[src/include/mem_test_defs.svh]
`ifndef MEM_TEST_DEFS_SVH
`define MEM_TEST_DEFS_SVH

// Memory under test.
`define MEM_ADDR_W 9
`define MEM_DATA_W 32
`define MEM_DEPTH 512

// Serial bit time in clocks.
`define CLKS_PER_BIT 8

`endif

[src/hw/link_pkg.sv]
`default_nettype none

package link_pkg;

    typedef logic [7:0] byte_t;

    typedef enum byte_t {
        CMD_POKE  = 8'h57,
        CMD_START = 8'h53
    } cmd_e;

    typedef enum byte_t {
        REC_ERROR = 8'h45,
        REC_DONE  = 8'h44
    } rec_e;

    typedef enum logic [1:0] {
        DEC_IDLE,
        DEC_ADDR,
        DEC_DATA
    } dec_state_e;

    // Argument and frame lengths in bytes.
    localparam int unsigned POKE_ADDR_BYTES = 2;
    localparam int unsigned POKE_DATA_BYTES = 4;
    localparam int unsigned ERR_REC_BYTES   = 11;
    localparam int unsigned DONE_REC_BYTES  = 3;

endpackage

`default_nettype wire

[src/hw/mem_test_pkg.sv]
`default_nettype none

`include "mem_test_defs.svh"

package mem_test_pkg;

    typedef logic [`MEM_ADDR_W-1:0] addr_t;
    typedef logic [`MEM_DATA_W-1:0] word_t;

    // Saturates at all ones.
    typedef logic [15:0] err_count_t;

    typedef enum logic [1:0] {
        SWEEP_IDLE,
        SWEEP_RUN,
        SWEEP_HOLD,
        SWEEP_FINISH
    } sweep_state_e;

endpackage

`default_nettype wire

[src/hw/report_formatter.sv]
`timescale 1ns/1ps
`default_nettype none

module report_formatter (
    input  logic                     clk,
    input  logic                     arst_n,
    input  logic                     err_valid,
    input  mem_test_pkg::addr_t      err_addr,
    input  mem_test_pkg::word_t      err_expected,
    input  mem_test_pkg::word_t      err_actual,
    output logic                     err_taken,
    input  logic                     done_valid,
    input  mem_test_pkg::err_count_t err_count,
    output logic                     done_taken,
    output link_pkg::byte_t          tx_data,
    output logic                     tx_data_ready,
    input  logic                     tx_data_accepted
);
    import link_pkg::*;

    localparam int unsigned FRAME_W = 8 * ERR_REC_BYTES;

    logic [FRAME_W-1:0] frame;
    logic [3:0] bytes_left;
    logic idle;
    logic load_err;
    logic load_done;

    assign idle          = (bytes_left == '0);
    assign load_err      = idle && err_valid;
    // Error records win over the summary.
    assign load_done     = idle && !err_valid && done_valid;
    assign tx_data       = frame[FRAME_W-1 -: 8];
    assign tx_data_ready = !idle;

    always_ff @(posedge clk or negedge arst_n) begin
        if (!arst_n) begin
            bytes_left <= '0;
            err_taken  <= 1'b0;
            done_taken <= 1'b0;
        end else begin
            err_taken  <= load_err;
            done_taken <= load_done;
            if (load_err) begin
                bytes_left <= 4'(ERR_REC_BYTES);
            end else if (load_done) begin
                bytes_left <= 4'(DONE_REC_BYTES);
            end else if (tx_data_accepted && !idle) begin
                bytes_left <= bytes_left - 1'b1;
            end
        end
    end

    // Frame is left-aligned, the head byte goes out first.
    always_ff @(posedge clk) begin
        if (load_err) begin
            frame <= {byte_t'(REC_ERROR), 16'(err_addr), err_expected, err_actual};
        end else if (load_done) begin
            frame <= {byte_t'(REC_DONE), err_count, {(FRAME_W - 24){1'b0}}};
        end else if (tx_data_accepted) begin
            frame <= {frame[FRAME_W-9:0], 8'h00};
        end
    end

endmodule

`default_nettype wire

[config.mk]
export PLATFORM = sky130hd
export DESIGN_NAME = report_formatter
export DESIGN_NICKNAME = d
export VERILOG_FILES = /design/src/hw/link_pkg.sv /design/src/hw/mem_test_pkg.sv /design/src/hw/report_formatter.sv
export VERILOG_INCLUDE_DIRS = /design/src /design/src/include
export SDC_FILE = /design/constraint.sdc
export NUM_CORES = 1
export LEC_CHECK = 0
export ABC_AREA = 1
export ABC_CLOCK_PERIOD_IN_PS = 6500
export BUFFER_PORTS_ARGS = -buffer_cell sky130_fd_sc_hd__buf_4
export CORE_ASPECT_RATIO = 1.75
export CORE_MARGIN = 4
export CORE_UTILIZATION = 57
export DETAILED_ROUTE_END_ITERATION = 12
export PLACE_DENSITY = 0.93
export SKIP_LAST_GASP = 1
export SLEW_MARGIN = 20
export SYNTH_ARGS = -nofsm -noshare
export SYNTH_HDL_FRONTEND = slang
export SYNTH_SLANG_ARGS = --single-unit
[constraint.sdc]
create_clock -name clk -period 6.5 [get_ports clk]
set_input_delay 0.325 -clock clk [delete_from_list [all_inputs] [get_ports clk]]
set_output_delay 0.325 -clock clk [all_outputs]
set_load 0.03 [all_outputs]
Word-level counts from Yosys, hierarchy flattened
Index checks and enable logic that the tools add are counted.
{"block": "classes", "n_lt_le_gt_ge": 0, "n_bitwise": 0, "n_mux": 6, "reduce_logical": 11, "addsub": 1, "n_eq_ne": 0, "n_mul": 0, "n_shift": 0, "div_mod_pow": 0}
{"op": "$mux W81", "count": 2}
{"op": "$mux W73", "count": 1}
{"op": "$mux W4", "count": 3}
{"op": "$reduce_bool A3 Y1", "count": 2}
{"op": "$logic_and A1 B1 Y1", "count": 4}
{"op": "$logic_not A4 Y1", "count": 1}
{"op": "$sub A4 B1 Y4 const B", "count": 1}
{"op": "$logic_not A1 Y1", "count": 2}
{"op": "$reduce_bool A2 Y1", "count": 1}
{"op": "$reduce_or A2 Y1", "count": 1}
{"block": "word_totals", "n_memories": 0, "mem_bits_rw": 0, "mem_bits_ro": 0, "in_bits": 94, "register_bits": 94, "latch_bits": 0, "output_inout_bits": 11}

Depth between registers and ports, before layout
{"block": "depth", "depth_word": 6, "ltp_mapped": 9, "ltp_nobuf": 8}

Worst setup path after synthesis
No wires, ideal clock.
{"block": "synth_path", "path_kind": "reg2reg", "startpoint": "reg bytes_left[0]", "endpoint": "reg frame[0], enable pin", "period_less_slack_ns": 2.931, "path_stages_with_launch": 8, "path_slack_ns": 3.569, "required_ns": 6.073, "t_arrival_ns": 2.504, "setup_time_ns": 0.427, "path_cell_list": "dfrtp_1 > inv_1 > ha_1 > buf_2 > o211ai_4 > inv_2 > nor2_1 > inv_1"}
{"block": "synth_between", "elab_chain_len": 4, "word_cells_on_any_way": 5, "cone_classes": "reduce/logical: 5"}
{"item": "from (decl)", "line_no": "report_formatter.sv:24", "rtl": "logic [3:0] bytes_left;"}
{"item": "from (signal assigned)", "line_no": "report_formatter.sv:45", "rtl": "bytes_left <= 4'(ERR_REC_BYTES);"}
{"item": "from (signal assigned)", "line_no": "report_formatter.sv:47", "rtl": "bytes_left <= 4'(DONE_REC_BYTES);"}
{"item": "from (signal assigned)", "line_no": "report_formatter.sv:49", "rtl": "bytes_left <= bytes_left - 1'b1;"}
{"item": "$logic_not A4 Y1 *", "line_no": "report_formatter.sv:29", "rtl": "assign idle = (bytes_left == '0);"}
{"item": "$logic_and A1 B1 Y1 (2 in series)", "line_no": "report_formatter.sv:32", "rtl": "assign load_done = idle && !err_valid && done_valid;"}
{"item": "$reduce_bool A3 Y1 (no line) *"}
{"item": "to (signal assigned)", "line_no": "report_formatter.sv:57", "rtl": "frame <= {byte_t'(REC_ERROR), 16'(err_addr), err_expected, err_actual};"}
{"item": "to (signal assigned)", "line_no": "report_formatter.sv:59", "rtl": "frame <= {byte_t'(REC_DONE), err_count, {(FRAME_W - 24){1'b0}}};"}
{"item": "to (signal assigned)", "line_no": "report_formatter.sv:61", "rtl": "frame <= {frame[FRAME_W-9:0], 8'h00};"}
{"item": "to (decl)", "line_no": "report_formatter.sv:23", "rtl": "logic [FRAME_W-1:0] frame;"}
Every way passes the cells marked *; elsewhere a longest branch is shown, timed or not.
A chain may end at the register's enable or synchronous reset.

Final worst setup path
{"block": "layout_path", "startpoint": "reg bytes_left[0]", "endpoint": "reg frame[64], enable pin"}
Same word-level chain as after synthesis.

==> flow_metrics.tcl <==
set metrics [dict create \
    status "finished clean" \
    cp-end-kind "flip-flop" \
    wl_mm 9.312 \
    gr-total-overflow 0 \
    power_density_mw_per_mm2 435.4 \
    syn-cell-area_mm2 0.004165 \
    hp-class "in -> reg" \
    syn2layout_area_growth_pct 24.87 \
    grt_max_degree 74 \
    rows 41 \
    pin_count 105 \
    dr.pass1.iters 5 \
    die_h_um 121.1 \
    clk_path_buf_depth 2 \
    finalPower_w 0.002265 \
    peakVddDrop_mv 0.2181 \
    fillers 506 \
    insertion_delay_ps 340 \
    crit_path_end "frame[64]" \
    synth_cell_types 22 \
    arrival_ps 2800 \
    critPathKind "reg -> reg" \
    dp.cells 620 \
    hold_depth 3 \
    clockRootBuffer "clkbuf_16" \
    routedWlPerCell_um 14.62 \
    fin_util 0.7242 \
    antenna_cells 0 \
    fin_setup_tns_ps 0 \
    leakage_nw 2.536 \
    cts_max_level 3 \
    hold_violations 0 \
    finalNonFillerCells 637 \
    grt_pass1_wl_mm 14.70 \
    drt-vias-per-instance 5.104 \
    cts_sinks 94 \
    cp_max_fo 73 \
    first_iter_violations 271 \
    r2r_setup_slack_ps 3660 \
    tightest_slew_ps 906.9 \
    die_width_um 72.62 \
    core_mm2 0.007182 \
    grt.total_usage 0.2222 \
    fin_skew_ps 7.734 \
    fin_crit_sh 0.4374 \
    syn_area_per_cell_um2 9.134 \
    ys_warn_count 0 \
    num_vias 3251 \
    rsz0062_at_grt "false" \
    ys_seq_area_frac 0.6344 \
    hpwl_mm 6.229 \
    start_kind "flip-flop" \
    crit_path_start "bytes_left[0]" \
    worstRegToRegCells 8 \
    rr_endpoint "frame[64]" \
    drive_gt1_frac 0.2305 \
    setup_violations 0 \
    drv_cap 0 \
    nets 641 \
    synth.net_count 551 \
    max_freq_mhz 351.7 \
    cp.required_ps 6460 \
    gp_congestion 0.9041 \
    antenna_found_initial 0 \
    drv_slew 0 \
    ys_ff_latch 94 \
    ant_nets 0 \
    port_buffers 104 \
    relSlewSlack 0.3947 \
    timing.rr.start "bytes_left[0]" \
    finalCriticalPeriod_ps 2843 \
    cts_tree "yes" \
    cts_inserted_buffers 9 \
    synthCells 456 \
    start_util 0.5800 \
    grt_pass1_vias 3267 \
    clk_pin_slew_ps 60 \
    die_area_mm2 0.008793 \
    drcViolationCount 0 \
]
==> metal layers <==
metal  GRT usage  share of wire  vias to the layer above
li1            -              -                     1615
met1      0.2568           0.35                     1446
met2      0.3756           0.52                      163
met3     0.05804          0.089                       27
met4      0.1062          0.037                        0
met5           0              0                        -
==> Yosys cell counts (all sizes together) <==
master  number  area [um2]
o211ai       1       21.27
a21oi        6       30.03
ha           1       12.51
nand2      248       930.9
clkbuf       7       26.28
edfxtp      73        2192
inv         27       101.4
xnor2        1       8.760
dfrtp        6       150.1
dfxtp       15       300.3
nand4        5       31.28
xor2         1       8.760
buf         21       140.1
nand3       19       105.1
nor2        23       96.35
o21ai        2       10.01
==> per-stage QoR <==
step                      worst slack [ps]  hold WS, ps  cell area, um2
after global routing                  3524        254.7            5201
after floorplan                       3569        29.41            4165
after detailed placement              3690        138.7            4902
after CTS                             3676        250.7            5200
after global placement                3819        140.5            4902
final                                 3657        257.8            5201
==> state kept, by name, summed over array words and instances, names as in the netlist <==
| signal | count |
|---|---|
| bytes_left | 4 |
| frame | 88 |
| done_taken | 1 |
| err_taken | 1 |
==> area by class of cell <==
| class | count | area (um2) | share of cell area |
|---|---|---|---|
| clock buffer | 13 | 240.2 | 0.04619 |
| tap | 86 | 107.6 | 0.02069 |
| timing repair buffer | 107 | 805.8 | 0.1549 |
| multi-input combinational | 307 | 1255 | 0.2413 |
| inverter | 27 | 102.6 | 0.01973 |
| clock inverter | 3 | 47.55 | 0.009141 |
| sequential | 94 | 2643 | 0.5081 |
==> power by group <==
part	internal [W]	leakage, nW	switching [W]
Combinational	0.000237	1.46	0.000432
Sequential	0.000990	0.939	0.0000945
Clock	0.000300	0.138	0.000211
==> how the worst min path moves through the flow <==
| stage | start | endpoint | slack, ps |
|---|---|---|---|
| 2_1_floorplan | arst_n | bytes_left[0] | 30 |
| 3_3_place_gp | arst_n | err_taken | 140 |
| 3_5_place_dp | arst_n | done_taken | 140 |
| 4_1_cts | err_actual[20] | frame[20] | 250 |
| 5_1_grt | err_expected[22] | frame[54] | 250 |
| 6_report | err_actual[11] | frame[11] | 260 |
==> cell families (layout without fill, tap and decap cells) <==
group | count (synthesis) | after routing | synth area share
xor gates and xnor gates | 2 | 2 | 0.004206
and+or+nand+nor | 295 | 295 | 0.2794
buffers and inverters | 55 | 150 | 0.06428
AOI/OAI and AO/OA | 9 | 9 | 0.01472
DFF | 94 | 94 | 0.6344
adders and majority gates | 1 | 1 | 0.003003
==> placed cells by master, fill, tap and decap left out <==
| cell type | netlist | layout |
|---|---|---|
| clkbuf_16 | 0 | 9 |
| nand2_1 | 248 | 248 |
| nand3_1 | 17 | 17 |
| o211ai_4 | 1 | 1 |
| dlygate4sd3_1 | 0 | 1 |
| buf_4 | 9 | 106 |
| ha_1 | 1 | 1 |
| inv_1 | 24 | 23 |
| xor2_1 | 1 | 1 |
| bufinv_16 | 0 | 1 |
| a21oi_1 | 6 | 6 |
| nor2_4 | 1 | 1 |
| nand4_1 | 5 | 5 |
| dfrtp_1 | 6 | 6 |
| inv_2 | 3 | 3 |
| clkinv_4 | 0 | 2 |
| clkinv_2 | 0 | 1 |
| nor2_1 | 21 | 21 |
| o21ai_1 | 2 | 2 |
| dfxtp_1 | 15 | 15 |
| xnor2_1 | 1 | 1 |
| nand3_2 | 2 | 2 |
| edfxtp_1 | 73 | 73 |
| nor2_2 | 1 | 1 |
| clkbuf_1 | 7 | 4 |
==> worst max-delay path: stages, from the launching register on <==
cell and delay [ps]:
dfrtp_1 380, inv_1 100, ha_1 410, o211ai_4 120
buf_4 350, inv_2 190, nor2_1 110, inv_2 60
buf_4 670
==> timing repair <==
action	4_1_cts	5_1_grt
hold buffers	1	0
gates resized for setup	0	0
setup buffers	0	0
endpoints found under the hold margin	6	0
endpoints found under the setup margin	0	0
Note: power is estimated with default switching activity, not from simulation.
