### src/include/mem_test_defs.svh
`ifndef MEM_TEST_DEFS_SVH
`define MEM_TEST_DEFS_SVH

// Memory under test.
`define MEM_ADDR_W 9
`define MEM_DATA_W 32
`define MEM_DEPTH 512

// Serial bit time in clocks.
`define CLKS_PER_BIT 8

`endif

### src/hw/link_pkg.sv
`default_nettype none

package link_pkg;

    typedef logic [7:0] byte_t;

    typedef enum byte_t {
        CMD_POKE  = 8'h57,
        CMD_START = 8'h53
    } cmd_e;

    typedef enum byte_t {
        REC_ERROR = 8'h45,
        REC_DONE  = 8'h44
    } rec_e;

    typedef enum logic [1:0] {
        DEC_IDLE,
        DEC_ADDR,
        DEC_DATA
    } dec_state_e;

    // Argument and frame lengths in bytes.
    localparam int unsigned POKE_ADDR_BYTES = 2;
    localparam int unsigned POKE_DATA_BYTES = 4;
    localparam int unsigned ERR_REC_BYTES   = 11;
    localparam int unsigned DONE_REC_BYTES  = 3;

endpackage

`default_nettype wire

### src/hw/uart_link.sv
`timescale 1ns/1ps
`default_nettype none

`include "mem_test_defs.svh"

module uart_link (
    input  logic            clk,
    input  logic            arst_n,
    input  logic            rx,
    output logic            tx,
    output link_pkg::byte_t rx_byte,
    output logic            rx_valid,
    input  link_pkg::byte_t tx_data,
    input  logic            tx_data_ready,
    output logic            tx_data_accepted
);
    import link_pkg::*;

    localparam int CNT_W = $clog2(`CLKS_PER_BIT);
    localparam logic [CNT_W-1:0] BIT_END = CNT_W'(`CLKS_PER_BIT - 1);
    localparam logic [CNT_W-1:0] BIT_MID = CNT_W'(`CLKS_PER_BIT / 2 - 1);

    logic [1:0] rx_sync;
    logic rx_s;
    logic rx_busy;
    logic [CNT_W-1:0] rx_cnt;
    logic [3:0] rx_bit;
    byte_t rx_sr;

    logic tx_busy;
    logic [CNT_W-1:0] tx_cnt;
    logic [3:0] tx_bit;
    logic [9:0] tx_sr;

    assign rx_s    = rx_sync[1];
    assign rx_byte = rx_sr;
    assign tx      = tx_sr[0];

    // Receiver. Bit 0 is the start bit, bit 9 the stop bit.
    always_ff @(posedge clk or negedge arst_n) begin
        if (!arst_n) begin
            rx_sync  <= 2'b11;
            rx_busy  <= 1'b0;
            rx_cnt   <= '0;
            rx_bit   <= '0;
            rx_valid <= 1'b0;
        end else begin
            rx_sync  <= {rx_sync[0], rx};
            rx_valid <= 1'b0;
            if (!rx_busy) begin
                if (!rx_s) begin
                    rx_busy <= 1'b1;
                    rx_cnt  <= '0;
                    rx_bit  <= '0;
                end
            end else begin
                rx_cnt <= (rx_cnt == BIT_END) ? '0 : rx_cnt + 1'b1;
                if (rx_cnt == BIT_END) begin
                    rx_bit <= rx_bit + 1'b1;
                end
                if (rx_cnt == BIT_MID) begin
                    if (rx_bit == 4'd0 && rx_s) begin
                        rx_busy <= 1'b0;  // start glitch
                    end else if (rx_bit == 4'd9) begin
                        rx_busy  <= 1'b0;
                        rx_valid <= rx_s;
                    end
                end
            end
        end
    end

    // Data bits arrive LSB first.
    always_ff @(posedge clk) begin
        if (rx_busy && rx_cnt == BIT_MID && rx_bit != 4'd0 && rx_bit != 4'd9) begin
            rx_sr <= {rx_s, rx_sr[7:1]};
        end
    end

    // Transmitter.
    always_ff @(posedge clk or negedge arst_n) begin
        if (!arst_n) begin
            tx_busy          <= 1'b0;
            tx_cnt           <= '0;
            tx_bit           <= '0;
            tx_sr            <= '1;
            tx_data_accepted <= 1'b0;
        end else begin
            tx_data_accepted <= 1'b0;
            if (!tx_busy) begin
                if (tx_data_ready) begin
                    tx_sr            <= {1'b1, tx_data, 1'b0};
                    tx_busy          <= 1'b1;
                    tx_cnt           <= '0;
                    tx_bit           <= '0;
                    tx_data_accepted <= 1'b1;
                end
            end else if (tx_cnt == BIT_END) begin
                tx_cnt <= '0;
                tx_sr  <= {1'b1, tx_sr[9:1]};
                if (tx_bit == 4'd9) begin
                    tx_busy <= 1'b0;
                end else begin
                    tx_bit <= tx_bit + 1'b1;
                end
            end else begin
                tx_cnt <= tx_cnt + 1'b1;
            end
        end
    end

endmodule

`default_nettype wire

### config.mk
export PLATFORM = sky130hd
export DESIGN_NAME = uart_link
export DESIGN_NICKNAME = d
export VERILOG_FILES = /design/src/hw/link_pkg.sv /design/src/hw/uart_link.sv
export VERILOG_INCLUDE_DIRS = /design/src /design/src/include
export SDC_FILE = /design/constraint.sdc
export NUM_CORES = 1
export LEC_CHECK = 0
export BUFFER_PORTS_ARGS = -buffer_cell sky130_fd_sc_hd__buf_2
export CORE_ASPECT_RATIO = 0.5
export CORE_UTILIZATION = 50
export CTS_BUF_LIST = sky130_fd_sc_hd__clkbuf_8 sky130_fd_sc_hd__clkbuf_16
export CTS_CLUSTER_DIAMETER = 40
export DETAILED_ROUTE_END_ITERATION = 7
export GPL_ROUTABILITY_DRIVEN = 0
export GPL_TIMING_DRIVEN = 0
export PLACE_DENSITY_LB_ADDON = 0.08
export SYNTH_ARGS = -nofsm -noshare
export SYNTH_HDL_FRONTEND = slang
export SYNTH_SLANG_ARGS = --single-unit
### constraint.sdc
create_clock -name clk -period 2.15 [get_ports clk]
set_input_delay 0.43 -clock clk [delete_from_list [all_inputs] [get_ports clk]]
set_output_delay 0.43 -clock clk [all_outputs]
set_load 0.02 [all_outputs]
======== After elaboration in Yosys (flattened, before gate mapping) ========
Cells that the tools add are included.
cells by class
  $add $sub $neg .......................... 4
  equality and inequality tests ........... 10
  muxes and demuxes ....................... 30
  reduce and logical (&&, ||, !) cells .... 10
operators by type and width
  kind                                                              number
  10-bit 2-to-1 mux                                                 3
  4-bit 2-to-1 mux                                                  7
  3-bit 2-to-1 mux                                                  6
  1-bit 2-to-1 mux                                                  14
  4-bit by 1-bit adder with 4-bit output (second input constant)    2
  4-bit == test (second input constant)                             2
  3-bit by 1-bit adder with 3-bit output (second input constant)    2
  3-bit == test (second input constant)                             2
  2-bit by 1-bit != test with 1-bit output (second input constant)  3
  1-bit logical AND                                                 4
  4-bit zero test                                                   1
  4-bit != test (second input constant)                             1
  2-bit AND reduction                                               2
  4-bit nonzero test                                                1
  3-bit by 2-bit == test with 1-bit output (second input constant)  1
  3-bit AND reduction                                               1
  2-bit != test (second input constant)                             1
  2-bit nonzero test                                                1
word-level totals
  register bits ........................... 38
  input bits .............................. 12

======== Logic depth before layout (Yosys ltp) ========
Gate-level depths: netlist of the first run.
  word-level depth ........................ 5
  gate-level depth with buffers ........... 6
  gate-level depth less buffers ........... 5

======== Least setup slack after synthesis of the first run ========
OpenSTA, ideal clock, no wires.
  path kind ............................... reg2reg
  start point ............................. register rx_bit[0]
  end point ............................... register rx_sr[0] (netlist: rx_byte[0]), enable pin
  setup time .............................. 370 ps
  arrival ................................. 1129 ps
  data required time ...................... 1780 ps
  path slack .............................. 651 ps
  cell stages (with the launch flop) ...... 6
  buffers on the path ..................... 0
  period minus slack after synthesis ...... 1499 ps
  path through ............................ dfrtp_1 -> inv_1 -> ha_1 -> nand2b_1 -> a21oi_1 -> nor2_1
on the way
  word-level cells in the longest chain between the ends .. 3
  elaborated cells on any way between the ends .. 4
ends and longest elaborated chain
  what                    line             text
  start, declared         uart_link.sv:27  logic [3:0] rx_bit;
  start signal, assigned  uart_link.sv:59  rx_bit <= rx_bit + 1'b1;
  4-bit nonzero test      uart_link.sv:75  if (rx_busy && rx_cnt == BIT_MID && rx_bit != 4'd0 && rx_bit != 4'd9) begin
  1-bit logical AND       uart_link.sv:75
  1-bit logical AND *     uart_link.sv:75
  end signal, assigned    uart_link.sv:76  rx_sr <= {rx_s, rx_sr[7:1]};
  end, declared           uart_link.sv:28  byte_t rx_sr;
Every way passes the cells marked *; elsewhere a longest branch is shown, timed or not.
A chain may end at the register's enable or synchronous reset.

======== Final worst setup path of the first run ========
  start point ............................. register rx_bit[0]
  end point ............................... register rx_sr[3] (netlist: rx_byte[3]), enable pin
Same word-level chain as after synthesis.

==> results.sh, run 1 <==
export IMPL_status="completed"
export IMPL_cp_cell_sequence="inv_1 > ha_1 > nand2b_1 > a21oi_1 > nor2_1"
export IMPL_post_cts_buffers=0
export IMPL_dpl_instance_area_um2=1900
export IMPL_final_antenna_net_count=0
export IMPL_final_setup_viol_count=0
export IMPL_post_route_worst_setup_slack_ps=423
export IMPL_path_buf_inv=1
export IMPL_slew_headroom=0.547
export IMPL_ys_seq_area_frac=0.560
export IMPL_ys_warn_count=0
export IMPL_firstDrtPassIters=4
export IMPL_num_nets_final=202
export IMPL_finalCritPeriodShare=0.803
export IMPL_stdcell_count=221
export IMPL_grt_pass1_vias=1159
export IMPL_netlist_instances=152
export IMPL_post_cts_resized=0
export IMPL_vias=1187
export IMPL_worst_endpoint_required_ps=2060
export IMPL_area_growth_pct=13.5
export IMPL_drt_first_iter_violations=58
export IMPL_grt_pass1_wl_um=5260
export IMPL_grt_overflow=0
export IMPL_crit_family="simple AND/OR/NAND/NOR gates"
export IMPL_dieHeight_um=43.8
export IMPL_async_reset_ff_frac=0.784
export IMPL_antenna_found_initial=0
export IMPL_synth_avg_cell_area_um2=11.5
export IMPL_hpwl_um=2050
export IMPL_via_per_inst=5.37
export IMPL_place_inst=213
export IMPL_ios=23
export IMPL_leakagePower_nw=0.864
export IMPL_die_w_um=85.6
export IMPL_syn_area_um2=1750
export IMPL_fp_row_count=14
export IMPL_grt_start_max_net_pins=30
export IMPL_cts_sinks=37
export IMPL_cts_htree_levels=2
export IMPL_slowest_stage="nor2_1"
export IMPL_ctsHoldBuffers=0
export IMPL_die_area_um2=3750
export IMPL_clock_latency_ps=280
export IMPL_synth_flop_cell="dfrtp_1"
export IMPL_antenna_cells=0
export IMPL_cts_tree="done"
export IMPL_core_area_um2=3150
export IMPL_path_clk_slew_ps=70
export IMPL_critPathCaptureType="flip-flop"
export IMPL_maxSlewViolCount=0
export IMPL_fin_util=0.629
export IMPL_cap_violations=0
export IMPL_min_period_ps=1730
export IMPL_critPathKind="flip-flop to flip-flop"
export IMPL_fin_area_um2=1980
export IMPL_final_hold_viol_count=0
export IMPL_r2r_slack_ps=420
export IMPL_yosysUniqueCellTypes=28
export IMPL_reg2regPathDepth=5
export IMPL_rsz0062_at_grt="no"
export IMPL_portBuffers=21
export IMPL_crit_fanout=8
export IMPL_hold_path_class="primary input to async pin"
export IMPL_grtUsageTotal=0.193
export IMPL_cpPeakStageDelay_ps=530
export IMPL_wl_per_cell_um=13.8
export IMPL_cts_buffers=5
export IMPL_start_kind="flip-flop"
export IMPL_tns_ps=0
export IMPL_layout_commonest_cell="buf_2"
export IMPL_syn_nets=174
export IMPL_skew_ps=6.09
export IMPL_tightest_slew_ps=677
export IMPL_pre_cts_slack_ps=403
export IMPL_power_density_nw_per_um2=820
export IMPL_final_cell_mix="buf_2 (27), dfrtp_1 (18), nand2_1 (14)"
export IMPL_initial_core_util=0.554
export IMPL_timing_fmax_mhz=579
export IMPL_cts_root_buf="clkbuf_8"
export IMPL_cp_arrival_ps=1640
export IMPL_drive_above_1_share=0.254
export IMPL_clock_path_buffers=2
export IMPL_reg2reg_from="rx_bit[0]"
export IMPL_ir_drop_v=0.000474
export IMPL_drcViolationCount=0
export IMPL_synth_seq_cells=37
export IMPL_synth_edf_count=8
export IMPL_r2r_end="rx_byte[3]"
export IMPL_drt_wl_total_um=3040
metal layers:
metal,GRT usage,routed length (um),vias up
met5,0,0,-
met4,0.0700,27,0
met3,0.0686,125,5
met2,0.312,1410,18
met1,0.245,1480,578
li1,-,-,586
report_power, final:
part	switching [mW]	leakage (nW)	internal (mW)	total [mW]
clock network	0.223	0.0519	0.216	0.438
registers	0.0630	0.406	0.817	0.880
logic	0.187	0.406	0.121	0.308
synth_stat cells (all sizes together), types with 3 or more instances:
cell type,instances,area [um^2]
o21ai,9,45.0
edfxtp,8,240
buf,8,48.8
mux2i,11,110
xor2,3,26.3
nand2,14,52.6
nor2,4,15.0
nand3,4,20.0
dfrtp,18,450
inv,7,26.3
nor2b,10,62.6
a22o,4,35.0
a21oi,10,50.1
nand2b,4,25.0
ha,10,125
a211oi,9,67.6
dfstp,11,289
area by class of cell:
class,count,area [um^2]
tap,40,50.0
clock inverter,3,11.3
inverter,7,26.3
multi-input combinational,100,693
fill,266,1170
sequential,37,980
clock buffer,5,68.8
timing repair buffer,21,105
buffer,8,48.8
kinds of logic (layout without fill, tap and decap cells):
| family | after synthesis | count (layout) | synth area share |
|---|---|---|---|
| flip-flops | 37 | 37 | 0.560 |
| AO/OA/AOI/OAI | 34 | 34 | 0.122 |
| AND/OR/NAND/NOR | 41 | 41 | 0.118 |
| XOR/XNOR | 3 | 3 | 0.0150 |
| adder cells (fa/ha/maj) | 10 | 10 | 0.0716 |
| multiplexers | 12 | 12 | 0.0694 |
| buffers and inverters | 15 | 44 | 0.0430 |
worst reg2reg max path, delay by kind of cell, from the launching register on:
kind / cells / cell delay, ps
AOI/OAI and AO/OA: 1 / 60
buffers and inverters: 1 / 60
DFF: 1 / 420
and+or+nand+nor: 2 / 620
adders and majority gates: 1 / 190
through the flow:
stage	hold slack [ps]	total power, mW
5_1_grt	228	1.74
6_report	168	1.63
4_1_cts	183	1.66
3_5_place_dp	349	1.21
3_3_place_gp	346	1.19
2_1_floorplan	134	1.10
state kept, by name (all words and copies together) (netlist names):
signal and flops:
tx_sr 9, rx_busy 1, tx_data_accepted 1, tx_bit 4, tx_busy 1, rx_bit 4
rx_valid 1, tx_cnt 3, rx_cnt 3, rx_sync 2, rx_byte 8
how the worst max path moves through the flow:
| stage | startpoint | end | slack [ps] | cells after the start |
|---|---|---|---|---|
| after floorplan | rx_bit[0] | rx_byte[0] | 650 | 5 |
| after global placement | rx_bit[0] | rx_byte[0] | 480 | 5 |
| after detailed placement | rx_bit[0] | rx_byte[0] | 400 | 5 |
| after CTS | rx_bit[0] | rx_byte[0] | 380 | 5 |
| after global routing | rx_bit[0] | rx_byte[3] | 280 | 5 |
| final | rx_bit[0] | rx_byte[3] | 420 | 5 |
Power figures use the tool's default switching activity.
==> inputs of run 2 (changes only) <==
--- a/config.mk
+++ b/config.mk
@@ -6,6 +6,7 @@
 export SDC_FILE = /design/constraint.sdc
 export NUM_CORES = 1
 export LEC_CHECK = 0
+export ABC_AREA = 1
 export BUFFER_PORTS_ARGS = -buffer_cell sky130_fd_sc_hd__buf_2
 export CORE_ASPECT_RATIO = 0.5
 export CORE_UTILIZATION = 50
==> constraint.sdc (replaced) <==
create_clock -name clk -period 1.7 [get_ports clk]
set_input_delay 0.34 -clock clk [delete_from_list [all_inputs] [get_ports clk]]
set_output_delay 0.34 -clock clk [all_outputs]
set_load 0.02 [all_outputs]
==> run 2 against run 1 <==
  * Final cell count rose by 5.4%
  * Largest power group unchanged
  * Worst setup slack got worse by 320 ps
  * Highest routed layer unchanged
  * Critical path type unchanged
  * Worst hold slack got worse by 100 ps
==> results.sh, run 2 <==
export IMPL_antenna_found_initial=0
export IMPL_antenna_cells=0
export IMPL_fp_row_count=14
export IMPL_layout_commonest_cell="nand2_1"
export IMPL_hold_path_class="primary input to async pin"
export IMPL_hold_ws_ps=65.5
export IMPL_internal_power_mw=2.29
export IMPL_path_clk_slew_ps=70
export IMPL_status="completed"
export IMPL_top_usage_layer="met2"
export IMPL_critPathCaptureType="flip-flop"
export IMPL_critPathKind="flip-flop to flip-flop"
export IMPL_crit_family="simple AND/OR/NAND/NOR gates"
export IMPL_synthDominantCellAreaShare=0.273
export IMPL_ys_top_cells_by_area="dfrtp_1 (27%), dfstp_2 (18%), edfxtp_1 (15%)"
export IMPL_wl_per_cell_um=12.1
export IMPL_path_common_cell="ha_1"
export IMPL_num_nets_final=214
export IMPL_die_w_um=83.3
export IMPL_ios=23
export IMPL_grt_start_max_net_pins=30
export IMPL_cts_tree="done"
export IMPL_via_per_inst=5.00
export IMPL_swShare=0.324
export IMPL_synth_flop_cell="dfrtp_1"
export IMPL_largest_reg_flops=9
export IMPL_finalCritPeriodShare=0.937
export IMPL_met2_usage=0.316
export IMPL_met1_usage=0.219
export IMPL_synth_seq_cells=37
export IMPL_cts_htree_levels=2
export IMPL_final_setup_viol_count=0
export IMPL_syn_nets=185
export IMPL_final_antenna_net_count=0
export IMPL_cp_arrival_ps=1540
export IMPL_grt_overflow=0
export IMPL_yosysTopAreaCell="dfrtp_1"
export IMPL_ir_drop_v=0.000976
export IMPL_tightest_slew_ps=635
export IMPL_clock_latency_ps=290
export IMPL_max_flop_register="tx_sr"
export IMPL_start_kind="flip-flop"
export IMPL_dieHeight_um=42.6
export IMPL_hpwl_um=2000
export IMPL_path_buf_inv=1
export IMPL_min_period_ps=1590
export IMPL_drive_above_1_share=0.254
export IMPL_cts_buffers=5
export IMPL_ys_warn_count=0
export IMPL_power_density_nw_per_um2=1740
export IMPL_netlist_instances=163
export IMPL_synth_most_common_cell="nand2_1"
export IMPL_pwr_share_comb=0.303
export IMPL_grt_pass1_vias=1164
export IMPL_leakagePower_nw=0.976
export IMPL_maxSlewViolCount=0
export IMPL_power_mw=3.38
export IMPL_synth_common_cells="nand2_1 (39), dfrtp_1 (18), inv_1 (17), nand3_1 (12), nor2_1 (12)"
export IMPL_final_hold_viol_count=0
export IMPL_cpPeakStageDelay_ps=400
export IMPL_cap_violations=0
export IMPL_rsz0062_at_grt="no"
export IMPL_post_cts_resized=0
export IMPL_grt_pass1_wl_um=4930
export IMPL_final_cell_mix="nand2_1 (39), buf_2 (24), dfrtp_1 (18)"
export IMPL_drt_first_iter_violations=28
export IMPL_slew_headroom=0.577
export IMPL_skew_ps=5.41
export IMPL_vias=1165
export IMPL_yosysUniqueCellTypes=25
export IMPL_cts_root_buf="clkbuf_8"
export IMPL_cts_sinks=37
export IMPL_crit_fanout=8
export IMPL_tns_ps=0
export IMPL_async_reset_ff_frac=0.784
export IMPL_synth_edf_count=8
export IMPL_clock_path_buffers=2
export IMPL_worst_endpoint_required_ps=1650
export IMPL_portBuffers=22
export IMPL_initial_core_util=0.538
export IMPL_drcViolationCount=0
export IMPL_p_sw_mw=1.09
export IMPL_synth_avg_cell_area_um2=10.1
export IMPL_drt_wl_total_um=2820
export IMPL_grtUsageMet3=0.0591
export IMPL_pwr_share_clk=0.263
export IMPL_syn_area_um2=1650
export IMPL_core_area_um2=3070
export IMPL_ctsHoldBuffers=0
export IMPL_cp_cell_sequence="ha_1 > ha_1 > nand2_1 > inv_1 > and3_1"
export IMPL_firstDrtPassIters=4
export IMPL_post_cts_buffers=0
export IMPL_area_growth_pct=17.8
export IMPL_die_area_um2=3550
export IMPL_grtUsageTotal=0.185
export IMPL_ys_seq_area_frac=0.594
export IMPL_timing_fmax_mhz=628
export IMPL_slowest_stage="and3_1"
export IMPL_power_frac_seq=0.434
run 2: worst register-to-register path, delay by kind of cell, from the launching register on:
kind | cells | cell delay (ps)
and+or+nand+nor | 2 | 460
DFF | 1 | 360
buffers and inverters | 1 | 70
adders and majority gates | 2 | 360
run 2: cell type report:
type                    instances  area (um^2)
plain buffers                   3         21.3
clock buffers                   5         68.8
clock inverters                 3         65.1
fillers                       255         1120
inverters                      18         67.6
multi-input cells             105          582
flip-flops and latches         37          980
well taps                      40         50.0
repair buffers                 22          110
run 2: layer usage:
layer / part of all wire / wire length (um)
met4: 0.016 / 44
met3: 0.043 / 121
met5: 0 / 0
met2: 0.48 / 1340
met1: 0.47 / 1320
run 2: final timing paths:
check / cells past startpoint / startpoint / endpoint / slack, ps
setup / recovery: 5 / rx_cnt[0] / rx_byte[0] / 110
hold / removal: 1 / arst_n / rx_cnt[2] / 70
setup reg to reg: 5 / rx_cnt[0] / rx_byte[0] / 110
hold reg to reg: 0 / rx_sync[0] / rx_sync[1] / 360
max in group asynchronous: 1 / arst_n / tx_bit[1] / 1220
min in group clk: 1 / rx / rx_sync[0] / 140
run 2: logic make-up (layout without fill, tap and decap cells):
group           after synthesis  in the layout  synth area share
flops                        37             37             0.594
simple gates                 73             73             0.196
fa+ha+maj                    10             10            0.0758
xor+xnor                      1              1           0.00531
compound gates               21             21            0.0758
buf+inv                      21             51            0.0538
run 2: metrics by stage:
step,instances,area [um^2],setup slack [ps],util
after floorplan,163,1650,305,-
after global placement,225,1810,182,0.591
after detailed placement,225,1810,96.9,0.591
after CTS,233,1940,95.2,0.634
after global routing,233,1940,19.9,0.634
final,233,1940,107,0.634
run 2: power groups by stage:
stage / Sequential, mW / Combinational (mW) / Clock, mW
finish: 1.47 / 1.02 / 0.891
global route: 1.51 / 1.18 / 0.951
CTS: 1.47 / 1.03 / 0.926
detailed placement: 1.48 / 1.03 / 0
global placement: 1.47 / 0.990 / 0
floorplan: 1.50 / 0.752 / 0
