===== config.mk =====
export PLATFORM = sky130hd
export DESIGN_NAME = command_decode
export DESIGN_NICKNAME = d
export VERILOG_FILES = /design/src/hw/link_pkg.sv /design/src/hw/mem_test_pkg.sv /design/src/hw/command_decode.sv
export VERILOG_INCLUDE_DIRS = /design/src /design/src/include
export SDC_FILE = /design/constraint.sdc
export NUM_CORES = 1
export LEC_CHECK = 0
export BUFFER_PORTS_ARGS = -buffer_cell sky130_fd_sc_hd__buf_2
export CORE_ASPECT_RATIO = 0.8
export CORE_MARGIN = 5
export CORE_UTILIZATION = 52
export DETAILED_ROUTE_END_ITERATION = 6
export MAX_ROUTING_LAYER = met4
export PLACE_DENSITY = 0.94
export SLEW_MARGIN = 40
export SYNTH_ARGS = -nofsm -noshare
export SYNTH_HDL_FRONTEND = slang
export SYNTH_SLANG_ARGS = --single-unit

===== constraint.sdc =====
create_clock -name clk -period 4.4 [get_ports clk]
set_input_delay 0.88 -clock clk [delete_from_list [all_inputs] [get_ports clk]]
set_output_delay 0.88 -clock clk [all_outputs]
set_load 0.005 [all_outputs]

===== src/include/mem_test_defs.svh =====
`ifndef MEM_TEST_DEFS_SVH
`define MEM_TEST_DEFS_SVH

// Memory under test.
`define MEM_ADDR_W 9
`define MEM_DATA_W 32
`define MEM_DEPTH 512

// Serial bit time in clocks.
`define CLKS_PER_BIT 8

`endif


===== src/hw/link_pkg.sv =====
`default_nettype none

package link_pkg;

    typedef logic [7:0] byte_t;

    typedef enum byte_t {
        CMD_POKE  = 8'h57,
        CMD_START = 8'h53
    } cmd_e;

    typedef enum byte_t {
        REC_ERROR = 8'h45,
        REC_DONE  = 8'h44
    } rec_e;

    typedef enum logic [1:0] {
        DEC_IDLE,
        DEC_ADDR,
        DEC_DATA
    } dec_state_e;

    // Argument and frame lengths in bytes.
    localparam int unsigned POKE_ADDR_BYTES = 2;
    localparam int unsigned POKE_DATA_BYTES = 4;
    localparam int unsigned ERR_REC_BYTES   = 11;
    localparam int unsigned DONE_REC_BYTES  = 3;

endpackage

`default_nettype wire


===== src/hw/mem_test_pkg.sv =====
`default_nettype none

`include "mem_test_defs.svh"

package mem_test_pkg;

    typedef logic [`MEM_ADDR_W-1:0] addr_t;
    typedef logic [`MEM_DATA_W-1:0] word_t;

    // Saturates at all ones.
    typedef logic [15:0] err_count_t;

    typedef enum logic [1:0] {
        SWEEP_IDLE,
        SWEEP_RUN,
        SWEEP_HOLD,
        SWEEP_FINISH
    } sweep_state_e;

endpackage

`default_nettype wire


===== src/hw/command_decode.sv =====
`timescale 1ns/1ps
`default_nettype none

`include "mem_test_defs.svh"

module command_decode (
    input  logic                clk,
    input  logic                arst_n,
    input  link_pkg::byte_t     rx_byte,
    input  logic                rx_valid,
    input  logic                busy,
    output logic                wr_en,
    output mem_test_pkg::addr_t wr_addr,
    output mem_test_pkg::word_t wr_data,
    output logic                start
);
    import link_pkg::*;

    dec_state_e state;
    logic [2:0] byte_cnt;
    logic [8*POKE_ADDR_BYTES-1:0] addr_sr;

    assign wr_addr = addr_sr[`MEM_ADDR_W-1:0];

    always_ff @(posedge clk or negedge arst_n) begin
        if (!arst_n) begin
            state    <= DEC_IDLE;
            byte_cnt <= '0;
            wr_en    <= 1'b0;
            start    <= 1'b0;
        end else begin
            wr_en <= 1'b0;
            start <= 1'b0;
            if (rx_valid) begin
                case (state)
                    DEC_IDLE: begin
                        byte_cnt <= '0;
                        if (rx_byte == CMD_POKE) begin
                            state <= DEC_ADDR;
                        end else if (rx_byte == CMD_START && !busy) begin
                            start <= 1'b1;
                        end
                    end
                    DEC_ADDR: begin
                        byte_cnt <= byte_cnt + 1'b1;
                        if (byte_cnt == 3'(POKE_ADDR_BYTES - 1)) begin
                            state    <= DEC_DATA;
                            byte_cnt <= '0;
                        end
                    end
                    default: begin
                        byte_cnt <= byte_cnt + 1'b1;
                        // Last data byte commits the write.
                        if (byte_cnt == 3'(POKE_DATA_BYTES - 1)) begin
                            state <= DEC_IDLE;
                            wr_en <= 1'b1;
                        end
                    end
                endcase
            end
        end
    end

    // Arguments arrive most significant byte first.
    always_ff @(posedge clk) begin
        if (rx_valid && state == DEC_ADDR) begin
            addr_sr <= {addr_sr[8*POKE_ADDR_BYTES-9:0], rx_byte};
        end
        if (rx_valid && state == DEC_DATA) begin
            wr_data <= {wr_data[`MEM_DATA_W-9:0], rx_byte};
        end
    end

endmodule

`default_nettype wire


# Word-level counts from Yosys, hierarchy flattened
# Index checks and enable logic that the tools add are counted.
# word_totals
reg_bits	48
input_bits	12
out_inout_bits	43
wordCells	36
# op_classes
add_sub_neg	1
n_eq_ne	8
mux	13
n_reduce_logical	8
# op_table
cell	count
8-bit by 7-bit equality test with 1-bit output (second input constant)	2
1-bit two-way mux	7
2-bit two-way mux	3
3-bit one-hot mux with 2 select lines	1
2-bit inequality test (second input constant)	2
2-bit one-hot mux with 2 select lines	1
4-bit AND reduction	1
3-bit by 1-bit adder with 3-bit output (second input constant)	1
3-bit by 1-bit equality test with 1-bit output (second input constant)	1
3-bit by 2-bit equality test with 1-bit output (second input constant)	1
1-bit logical AND	3
3-bit two-way mux	1
3-bit nonzero test	1
2-bit by 1-bit equality test with 1-bit output (second input constant)	1
2-bit equality test (second input constant)	1
2-bit logical NOT	1
2-bit OR reduction	1
1-bit logical NOT	1

# Longest topological paths before layout
# Gate-level depths: netlist of run 1.
# logic_depth
ltp_word	6
depth_mapped	5
ltp_nobuf	5

# Least setup slack after synthesis of run 1
# OpenSTA, ideal clock, no wires.
# synth_path
path_type	input port to flip-flop
startpoint	input port rx_valid
endpoint	register wr_data[0], enable pin
setup_time_ns	0.421
arrival_ns	2.470
t_required_ns	3.979
slack_ns	1.509
cell_stages	2
n_path_buf	0
cell_sequence	or2b_1 -> nor2_1
# synth_between
elab_chain_len	1
# synth_rtl
item	line	rtl
start: declaration	command_decode.sv:10	input logic rx_valid,
1-bit logical AND	command_decode.sv:69	if (rx_valid && state == DEC_DATA) begin
end signal: assignment	command_decode.sv:70	wr_data <= {wr_data[`MEM_DATA_W-9:0], rx_byte};
end: declaration	command_decode.sv:14	output mem_test_pkg::word_t wr_data,
# Every way passes these cells.
# A chain may end at the register's enable or synchronous reset.

# Final worst setup path of run 1
# layout_path
startpoint	input port rx_valid
endpoint	register wr_data[27], enable pin
# Same word-level chain as after synthesis.

==> metrics.cfg, run 1 <==
[status]
outcome=completed

[finish]
drive_above_1_share_pct=45.8
final_nets=158
final_area_um2=2060
layout_commonest_cell=buf_2
syn2layout_area_growth_pct=26.1
diodes=0
most-common-layout-cells=buf_2, edfxtp_1, dfrtp_1, inv_1, clkbuf_8

[synthesis]
synth_seq_cells=48
syn_area_per_cell_um2=19.7
synth_cell_type_count=22
ys_seq_area_share_pct=85.9
synth_top_area_share_pct=75.2
synth_area_leaders=edfxtp_1, dfrtp_1, ha_1
synth_top_area_cell=edfxtp_1
syn_area_um2=1640
synthCells=83
syn_nets=98
yosysWarnings=0

[critical_path]
start_kind=input port
reg2reg_slack_ns=2.96
cp-end-kind=flip-flop
cp_slowest_stage_delay_ns=0.34
cp_max_fo=32
rr_worst_depth=3
r2r-end=wr_data[27]
critical_path.slowest_cell=buf_4
critical_path.top_delay_family=buffers and inverters
crit_chain=buf_2, or2b_1, nor2_2, buf_4
crit_required_ns=4.36
cp.buffers_inverters=2
criticalPathCategory=input port to flip-flop
path_depth=4
r2r_start=state[0]
startpoint=rx_valid
cp.arrival_ns=1.76

[timing]
fin_crit_sh_pct=40.9
tightest_slew_ns=0.725
grt_setup_unrepaired=false
slew_viol_final=0
tns_ns=0
fmax_ghz=0.556
finalSetupViolCount=0
hold_viol_final=0
slew_headroom_pct=51.5
clock_skew_ns=0.00367
fin_crit_ns=1.80

[grt]
grt_pass1_wl_um=4280
grt_antenna_before_repair=0
grt_pass1_vias=864
grt.total_usage_pct=14.2
grt_overflow_total=0
grt_max_degree=33

[clocking]
cts.repair.resized=0
cts.root.buffer_cell=clkbuf_8
post_cts_buffers=0
ctsHtreeMaxLevel=2
clk_latency_ns=0.29
cts_inserted_buffers=5
clock-sinks=48
postCtsHoldBufs=0
cts_max_path_buffers=2
cts_tree=built
path_clk_slew_ns=0.08

[worst_hold_path]
hold_class=input port to async pin

[route]
num_vias=863
drt-total-wl_um=2800
dr.first_iter.drc_count=46
vias_per_cell=4.69
wl_per_cell_um=15.2
drtPass1Iterations=4
drc=0
detail-route-antenna-nets=0

[floorplanning]
initial_core_util_pct=53.5
die_w_um=72.7
die_h_um=60.2
die-area_um2=4380
rows=18
core_area_um2=3060
io_pins=55

[placement]
port_buffers=54
place_area_um2=1950
place_congestion=0.706
hpwl_um=2180

[power_and_ir_drop]
leakagePower_nw=0.856
power_density_nw_per_um2=426
ir_drop_mv=0.272

[job]
maxCapViolations=0

==> power by group <==
part           internal, mW  total [mW]  switching [mW]  leakage, nW
logic                0.0218      0.0525          0.0307        0.334
clock network         0.168       0.302           0.134       0.0558
registers             0.515       0.525          0.0106        0.466
total                 0.705       0.880           0.175        0.856
==> through the flow <==
stage,setup slack (ns),hold WS [ns],utilization (%),power [mW],std cells
floorplan,1.51,0.452,-,0.562,83
global placement,2.31,0.427,63.8,0.586,176
CTS,2.60,0.400,67.4,0.890,184
finish,2.60,0.407,67.4,0.880,184
detailed placement,2.27,0.427,63.8,0.590,176
global route,2.49,0.403,67.4,0.920,184
==> metal layers <==
metal	GRT usage, %	vias to the layer above	share of wire [%]
li1	-	428	-
met1	15.9	395	40
met2	22.9	35	49
met3	4.71	5	9.1
met4	7.11	0	1.4
met5	-	-	0
==> cell families (layout without fill, tap and decap cells) <==
kind of cell / after synthesis / after routing / share of synthesized area, %
buffers and inverters: 8 / 69 / 2.29
adders and majority gates: 3 / 3 / 2.29
AOI/OAI and AO/OA: 8 / 8 / 3.06
DFF: 48 / 48 / 85.9
and+or+nand+nor: 16 / 16 / 6.49
==> layout make-up <==
cell class                 instances  area (µm²)
timing repair buffer              55         278
clock inverter                     3        42.5
multi-input combinational         27         196
tap                               40        50.0
inverter                           6        22.5
sequential                        48        1410
fill                             221         998
clock buffer                       5        68.8
==> how the worst max path moves through the flow <==
stage / end / slack (ns)
6_report: wr_data[27] / 2.60
5_1_grt: addr_sr[0] / 2.49
4_1_cts: wr_data[27] / 2.60
3_5_place_dp: addr_sr[7] / 2.27
3_3_place_gp: wr_data[24] / 2.31
2_1_floorplan: wr_data[0] / 1.51
==> synthesized netlist by cell type (all sizes together) <==
cell type and number:
a211oi 1, a21oi 2, and4bb 2, buf 1, clkbuf 1, dfrtp 7
edfxtp 41, ha 3, inv 6, nand2 4, nand2b 2, nand3 1
nand4 1, nor2 3, nor3 1, o21ai 2, o22ai 1, o311ai 1
o31ai 1, or2b 2
==> registers in the layout, summed over array words and instances, names as in the netlist <==
signal    cells
wr_data      32
start         1
byte_cnt      3
wr_en         1
state         2
addr_sr       9
No activity file was read; power rests on OpenSTA's default activity.
==> run 2, diff against run 1 <==
Settings changed: CORE_UTILIZATION 52 to 44, PLACE_DENSITY 0.94 to 0.86.
Clock period 4.4 ns to 1.5 ns, I/O delays scaled along.
==> run 2 against run 1 <==
Wire length down 2.5%. Worst setup slack worse by 2.5 ns. Critical path depth up 1.
==> metrics.cfg, run 2 (same netlist as run 1, synthesis figures left out) <==
[clocking]
cts_inserted_buffers=5  ; unchanged
cts.repair.resized=0  ; unchanged
path_clk_slew_ns=0.08  ; about the same
ctsHtreeMaxLevel=2  ; unchanged
cts.root.buffer_cell=clkbuf_8
cts_tree=built
clock-sinks=48  ; unchanged
postCtsHoldBufs=1  ; +1
clk_latency_ns=0.29  ; about the same
post_cts_buffers=0  ; unchanged
cts_max_path_buffers=2  ; unchanged

[grt]
grt_pass1_vias=935  ; +8.2%
grt_antenna_before_repair=0  ; unchanged
grt.total_usage_pct=11.9  ; -2.3 points
grt_overflow_total=0  ; unchanged
grt_max_degree=33  ; unchanged
grt_pass1_wl_um=4460  ; +4.0%

[critical_path]
critical_path.slowest_cell=dfrtp_1
cp_max_fo=4  ; -88%
start_kind=flip-flop
cp.arrival_ns=1.53  ; -0.23 ns
r2r_start=byte_cnt[1]
crit_required_ns=1.65  ; -2.71 ns
reg2reg_slack_ns=0.12  ; -2.84 ns
startpoint=byte_cnt[1]
criticalPathCategory=flip-flop to flip-flop
crit_chain=inv_1, ha_1, nand2b_1, o311ai_0, o21ai_1
cp_slowest_stage_delay_ns=0.39  ; +0.05 ns
cp-end-kind=flip-flop

[finish]
largest_reg_flops=32  ; unchanged
utilization_pct=59.5  ; -7.9 points
final_area_um2=2090  ; +1.3%
final_nets=162  ; +2.5%
drive_above_1_share_pct=46.6  ; +0.79 points
largestRegisters=wr_data: 32 flops, addr_sr: 9 flops, byte_cnt: 3 flops
final.fill_count=271  ; +23%
syn2layout_area_growth_pct=27.7
final_cells=190  ; +3.3%
multi_input_comb_area_um2=201  ; +2.5%
layout.area.seq_um2=1410  ; unchanged
diodes=0  ; unchanged
most-common-layout-cells=buf_2, edfxtp_1, dfrtp_1, inv_1, clkbuf_8
top_register=wr_data
layout_commonest_cell=buf_2

[timing]
fin_ws_ns=0.122  ; -2.48 ns
hold_viol_final=0  ; unchanged
finalSetupViolCount=0  ; unchanged
fin_crit_ns=1.38
grt_setup_unrepaired=false
slew_headroom_pct=74.3  ; +23 points
clock_skew_ns=0.00539  ; +0.00172 ns
fmax_ghz=0.726
tns_ns=0  ; unchanged
tightest_slew_ns=0.381  ; -0.344 ns
holdWs_ns=0.157  ; -0.250 ns
fin_crit_sh_pct=91.9
slew_viol_final=0  ; unchanged

[worst_hold_path]
hold_start=busy
hold_class=input port to flip-flop

[route]
drt-total-wl_um=2730  ; -2.5%
drc=0  ; unchanged
wl_per_cell_um=14.4  ; -5.6%
drtPass1Iterations=4  ; unchanged
dr.first_iter.drc_count=67  ; +46%
num_vias=903  ; +4.6%
detail-route-antenna-nets=0  ; unchanged
vias_per_cell=4.75  ; +1.3%

[floorplanning]
rows=19  ; +1
die_w_um=78.2  ; +7.5%
die-area_um2=5050  ; +15%
die_h_um=64.6  ; +7.3%
io_pins=55  ; unchanged
core_area_um2=3520  ; +15%
initial_core_util_pct=46.6  ; -6.9 points

[placement]
dp_slack_ns=0.121  ; -2.15 ns
placed_cells=181  ; +2.8%
hpwl_um=2110  ; -3.2%
place_area_um2=2000  ; +2.2%
place_congestion=0.826  ; +17%
port_buffers=54  ; unchanged

[power_and_ir_drop]
p_total_mw=2.44  ; +180%
leakagePower_nw=0.869  ; +1.5%
power_density_nw_per_um2=1160  ; +170%
ir_drop_mv=0.830  ; +200%

[status]
outcome=completed

[job]
maxCapViolations=0  ; unchanged

run 2: changes by cell type in the layout (fill, tap and decap cells not counted):
cell / change
bufinv_16: -1
dlygate4sd3_1: +1
inv_6: +1
clkinv_2: +1
nor2_2: -1
buf_12: +1
clkinv_4: -1
buf_4: +2
nor2_4: +1
run 2: path summary, 6_finish.rpt:
path	endpoint	cells past startpoint
worst max-delay path	state[0]	5
worst min-delay path	start	2
worst max register to register	state[0]	5
worst min register to register	wr_data[8]	0
max in group asynchronous	state[1]	2
min in group asynchronous	start	2
run 2: routing by layer:
layer | global-route usage [%] | vias up | wire length, µm
met5 | - | - | 0
met1 | 13.0 | 427 | 1140
met4 | 3.71 | 0 | 21
met2 | 19.4 | 38 | 1310
li1 | - | 434 | -
met3 | 5.40 | 4 | 258
run 2: worst max-delay path, delay by kind of cell, from the launching register on:
kind,cells,cell delay [ns]
flops,1,0.39
buf+inv,1,0.08
compound gates,2,0.52
simple gates,1,0.11
fa+ha+maj,1,0.15
run 2: area by class of cell:
class	count	share of cell area [%]
clock buffers	5	3.29
clock inverters	3	0.837
inverters	6	1.08
multi-input cells	27	9.63
flip-flops and latches	48	67.2
well taps	42	2.51
repair buffers	59	15.4
run 2: report_power, final:
group	internal, mW	total [mW]	switching (mW)
clock	0.325	0.721	0.396
combinational	0.0769	0.175	0.0980
sequential	1.51	1.54	0.0304
total	1.91	2.44	0.524
==> run 3, diff against run 2 <==
Settings changed: CAP_MARGIN from default to 5, RECOVER_POWER from default to 25, SLEW_MARGIN 40 to 30.
==> run 3 against run 2 <==
Non-clock buffer count stayed put. Cell count stayed put. Power down 0.13%. Highest routed layer unchanged. Combinational power hardly changed. Cell area shrank 0.54%. Fmax hardly changed. Wire length up 0.15%. First-iteration DRC count is 3.0% lower. Die area unchanged. Sequential share of layout area is 0.36 points higher. Register-to-register slack hardly changed. Worst setup slack hardly changed. Critical endpoint unchanged.
==> metrics.cfg, run 3 (same netlist as run 1, synthesis figures left out) <==
[critical_path]
crit_required_ns=1.65  ; about the same
cp_max_fo=4  ; unchanged
start_kind=flip-flop
cp_slowest_stage_delay_ns=0.39  ; about the same
cp-end-kind=flip-flop
critical_path.top_delay_family=compound AO/OA/AOI/OAI gates
criticalPathCategory=flip-flop to flip-flop
cp.buffers_inverters=1  ; unchanged
cp.arrival_ns=1.53  ; about the same
crit_chain=inv_1, ha_1, nand2b_1, o311ai_0, o21ai_1
reg2reg_slack_ns=0.12  ; about the same
critical_path.slowest_cell=dfrtp_1

[timing]
finalSetupViolCount=0  ; unchanged
slew_viol_final=0  ; unchanged
tightest_slew_ns=0.381  ; unchanged
slew_headroom_pct=74.3  ; unchanged
grt_setup_unrepaired=false
fin_crit_sh_pct=91.9  ; about the same
clock_skew_ns=0.00522  ; -0.000169 ns
hold_viol_final=0  ; unchanged
fmax_ghz=0.726  ; about the same
tns_ns=0  ; unchanged
fin_crit_ns=1.38  ; -0.0000350 ns

[clocking]
cts_max_path_buffers=2  ; unchanged
cts.root.buffer_cell=clkbuf_8
path_clk_slew_ns=0.08  ; about the same
ctsHtreeMaxLevel=2  ; unchanged
cts_tree=built
cts_inserted_buffers=5  ; unchanged
clock-sinks=48  ; unchanged
clk_latency_ns=0.29  ; about the same
cts.repair.resized=0  ; unchanged

[finish]
layout_commonest_cell=buf_2
diodes=0  ; unchanged
drive_above_1_share_pct=40.5  ; -6.1 points
final.fill_count=277  ; +2.2%
top_register=wr_data
final_area_um2=2080  ; -0.54%
largestRegisters=wr_data: 32 flops, addr_sr: 9 flops, byte_cnt: 3 flops
final_nets=162  ; unchanged
syn2layout_area_growth_pct=27.0
most-common-layout-cells=buf_2, edfxtp_1, clkbuf_1, dfrtp_1, inv_1
largest_reg_flops=32  ; unchanged

[job]
maxCapViolations=0  ; unchanged

[placement]
hpwl_um=2110  ; unchanged
port_buffers=54  ; unchanged
place_area_um2=2000  ; unchanged
place_congestion=0.826  ; unchanged

[power_and_ir_drop]
leakagePower_nw=0.844  ; -2.9%
power_density_nw_per_um2=1170  ; +0.41%
ir_drop_mv=0.830  ; about the same

[floorplanning]
core_area_um2=3520  ; unchanged
initial_core_util_pct=46.6  ; unchanged
die_w_um=78.2  ; unchanged
die_h_um=64.6  ; unchanged
io_pins=55  ; unchanged
rows=19  ; unchanged
die-area_um2=5050  ; unchanged

[grt]
grt_pass1_vias=935  ; unchanged
grt_antenna_before_repair=0  ; unchanged
grt.total_usage_pct=11.9  ; unchanged
grt_pass1_wl_um=4460  ; unchanged
grt_max_degree=33  ; unchanged
grt_overflow_total=0  ; unchanged

[route]
vias_per_cell=4.79  ; +0.78%
drtPass1Iterations=4  ; unchanged
detail-route-antenna-nets=0  ; unchanged
drt-total-wl_um=2740  ; +0.15%
dr.first_iter.drc_count=65  ; -3.0%
drc=0  ; unchanged
num_vias=910  ; +0.78%
wl_per_cell_um=14.4  ; +0.15%

[status]
outcome=completed

[worst_hold_path]
hold_class=input port to flip-flop

==> run 3: changes by cell type in the layout (fill, tap and decap cells not counted), sizes merged <==
| cell | previous run | this run |
|---|---|---|
| buf | 58 | 49 |
| clkbuf | 5 | 14 |
==> run 3: layout make-up <==
| type | instances | area (µm²) | share of cell area (%) |
|---|---|---|---|
| clock inverters | 3 | 17.5 | 0.842 |
| multi-input cells | 27 | 201 | 9.68 |
| inverters | 6 | 22.5 | 1.08 |
| clock buffers | 5 | 68.8 | 3.31 |
| well taps | 42 | 52.6 | 2.53 |
| flip-flops and latches | 48 | 1410 | 67.6 |
| repair buffers | 59 | 312 | 15.0 |
==> run 3: layer usage <==
metal | GRT usage [%] | vias up | wire length [µm]
li1 | - | 434 | -
met1 | 13.0 | 430 | 1130
met2 | 19.4 | 42 | 1320
met3 | 5.40 | 4 | 272
met4 | 3.71 | 0 | 21
met5 | - | - | 0
==> run 3: path summary, 6_finish.rpt <==
check / endpoint / start / cells past startpoint
max: state[0] / byte_cnt[1] / 5
min: start / busy / 2
max reg2reg: state[0] / byte_cnt[1] / 5
min reg2reg: wr_data[8] / wr_data[0] / 0
max in group asynchronous: state[1] / arst_n / 2
min in group asynchronous: start / arst_n / 2
==> run 3: repair_timing <==
action,4_1_cts,5_1_grt
hold endpoints to repair,7,0
setup buffers,0,0
hold buffers,1,0
==> run 3: worst register-to-register path, cell delays in order (launching register included) <==
cell and delay (ns):
dfrtp_1 0.39, inv_1 0.08, ha_1 0.15, nand2b_1 0.11, o311ai_0 0.37, o21ai_1 0.15
==> run 3: through the flow <==
step	hold slack [ns]	util [%]	total power, mW	setup WS (ns)	std cells
3_5_place_dp	0.144	56.7	1.75	0.121	181
4_1_cts	0.151	59.5	2.46	0.0954	190
6_report	0.157	59.1	2.43	0.122	190
5_1_grt	0.143	59.1	2.57	0.0329	190
3_3_place_gp	0.136	56.7	1.73	0.224	181
2_1_floorplan	0.00441	-	1.65	-0.0431	83
==> run 3: report_power, final <==
group | leakage, nW | internal, mW | switching, mW
Sequential | 0.466 | 1.51 | 0.0303
Combinational | 0.332 | 0.0736 | 0.0982
Clock | 0.0460 | 0.325 | 0.396
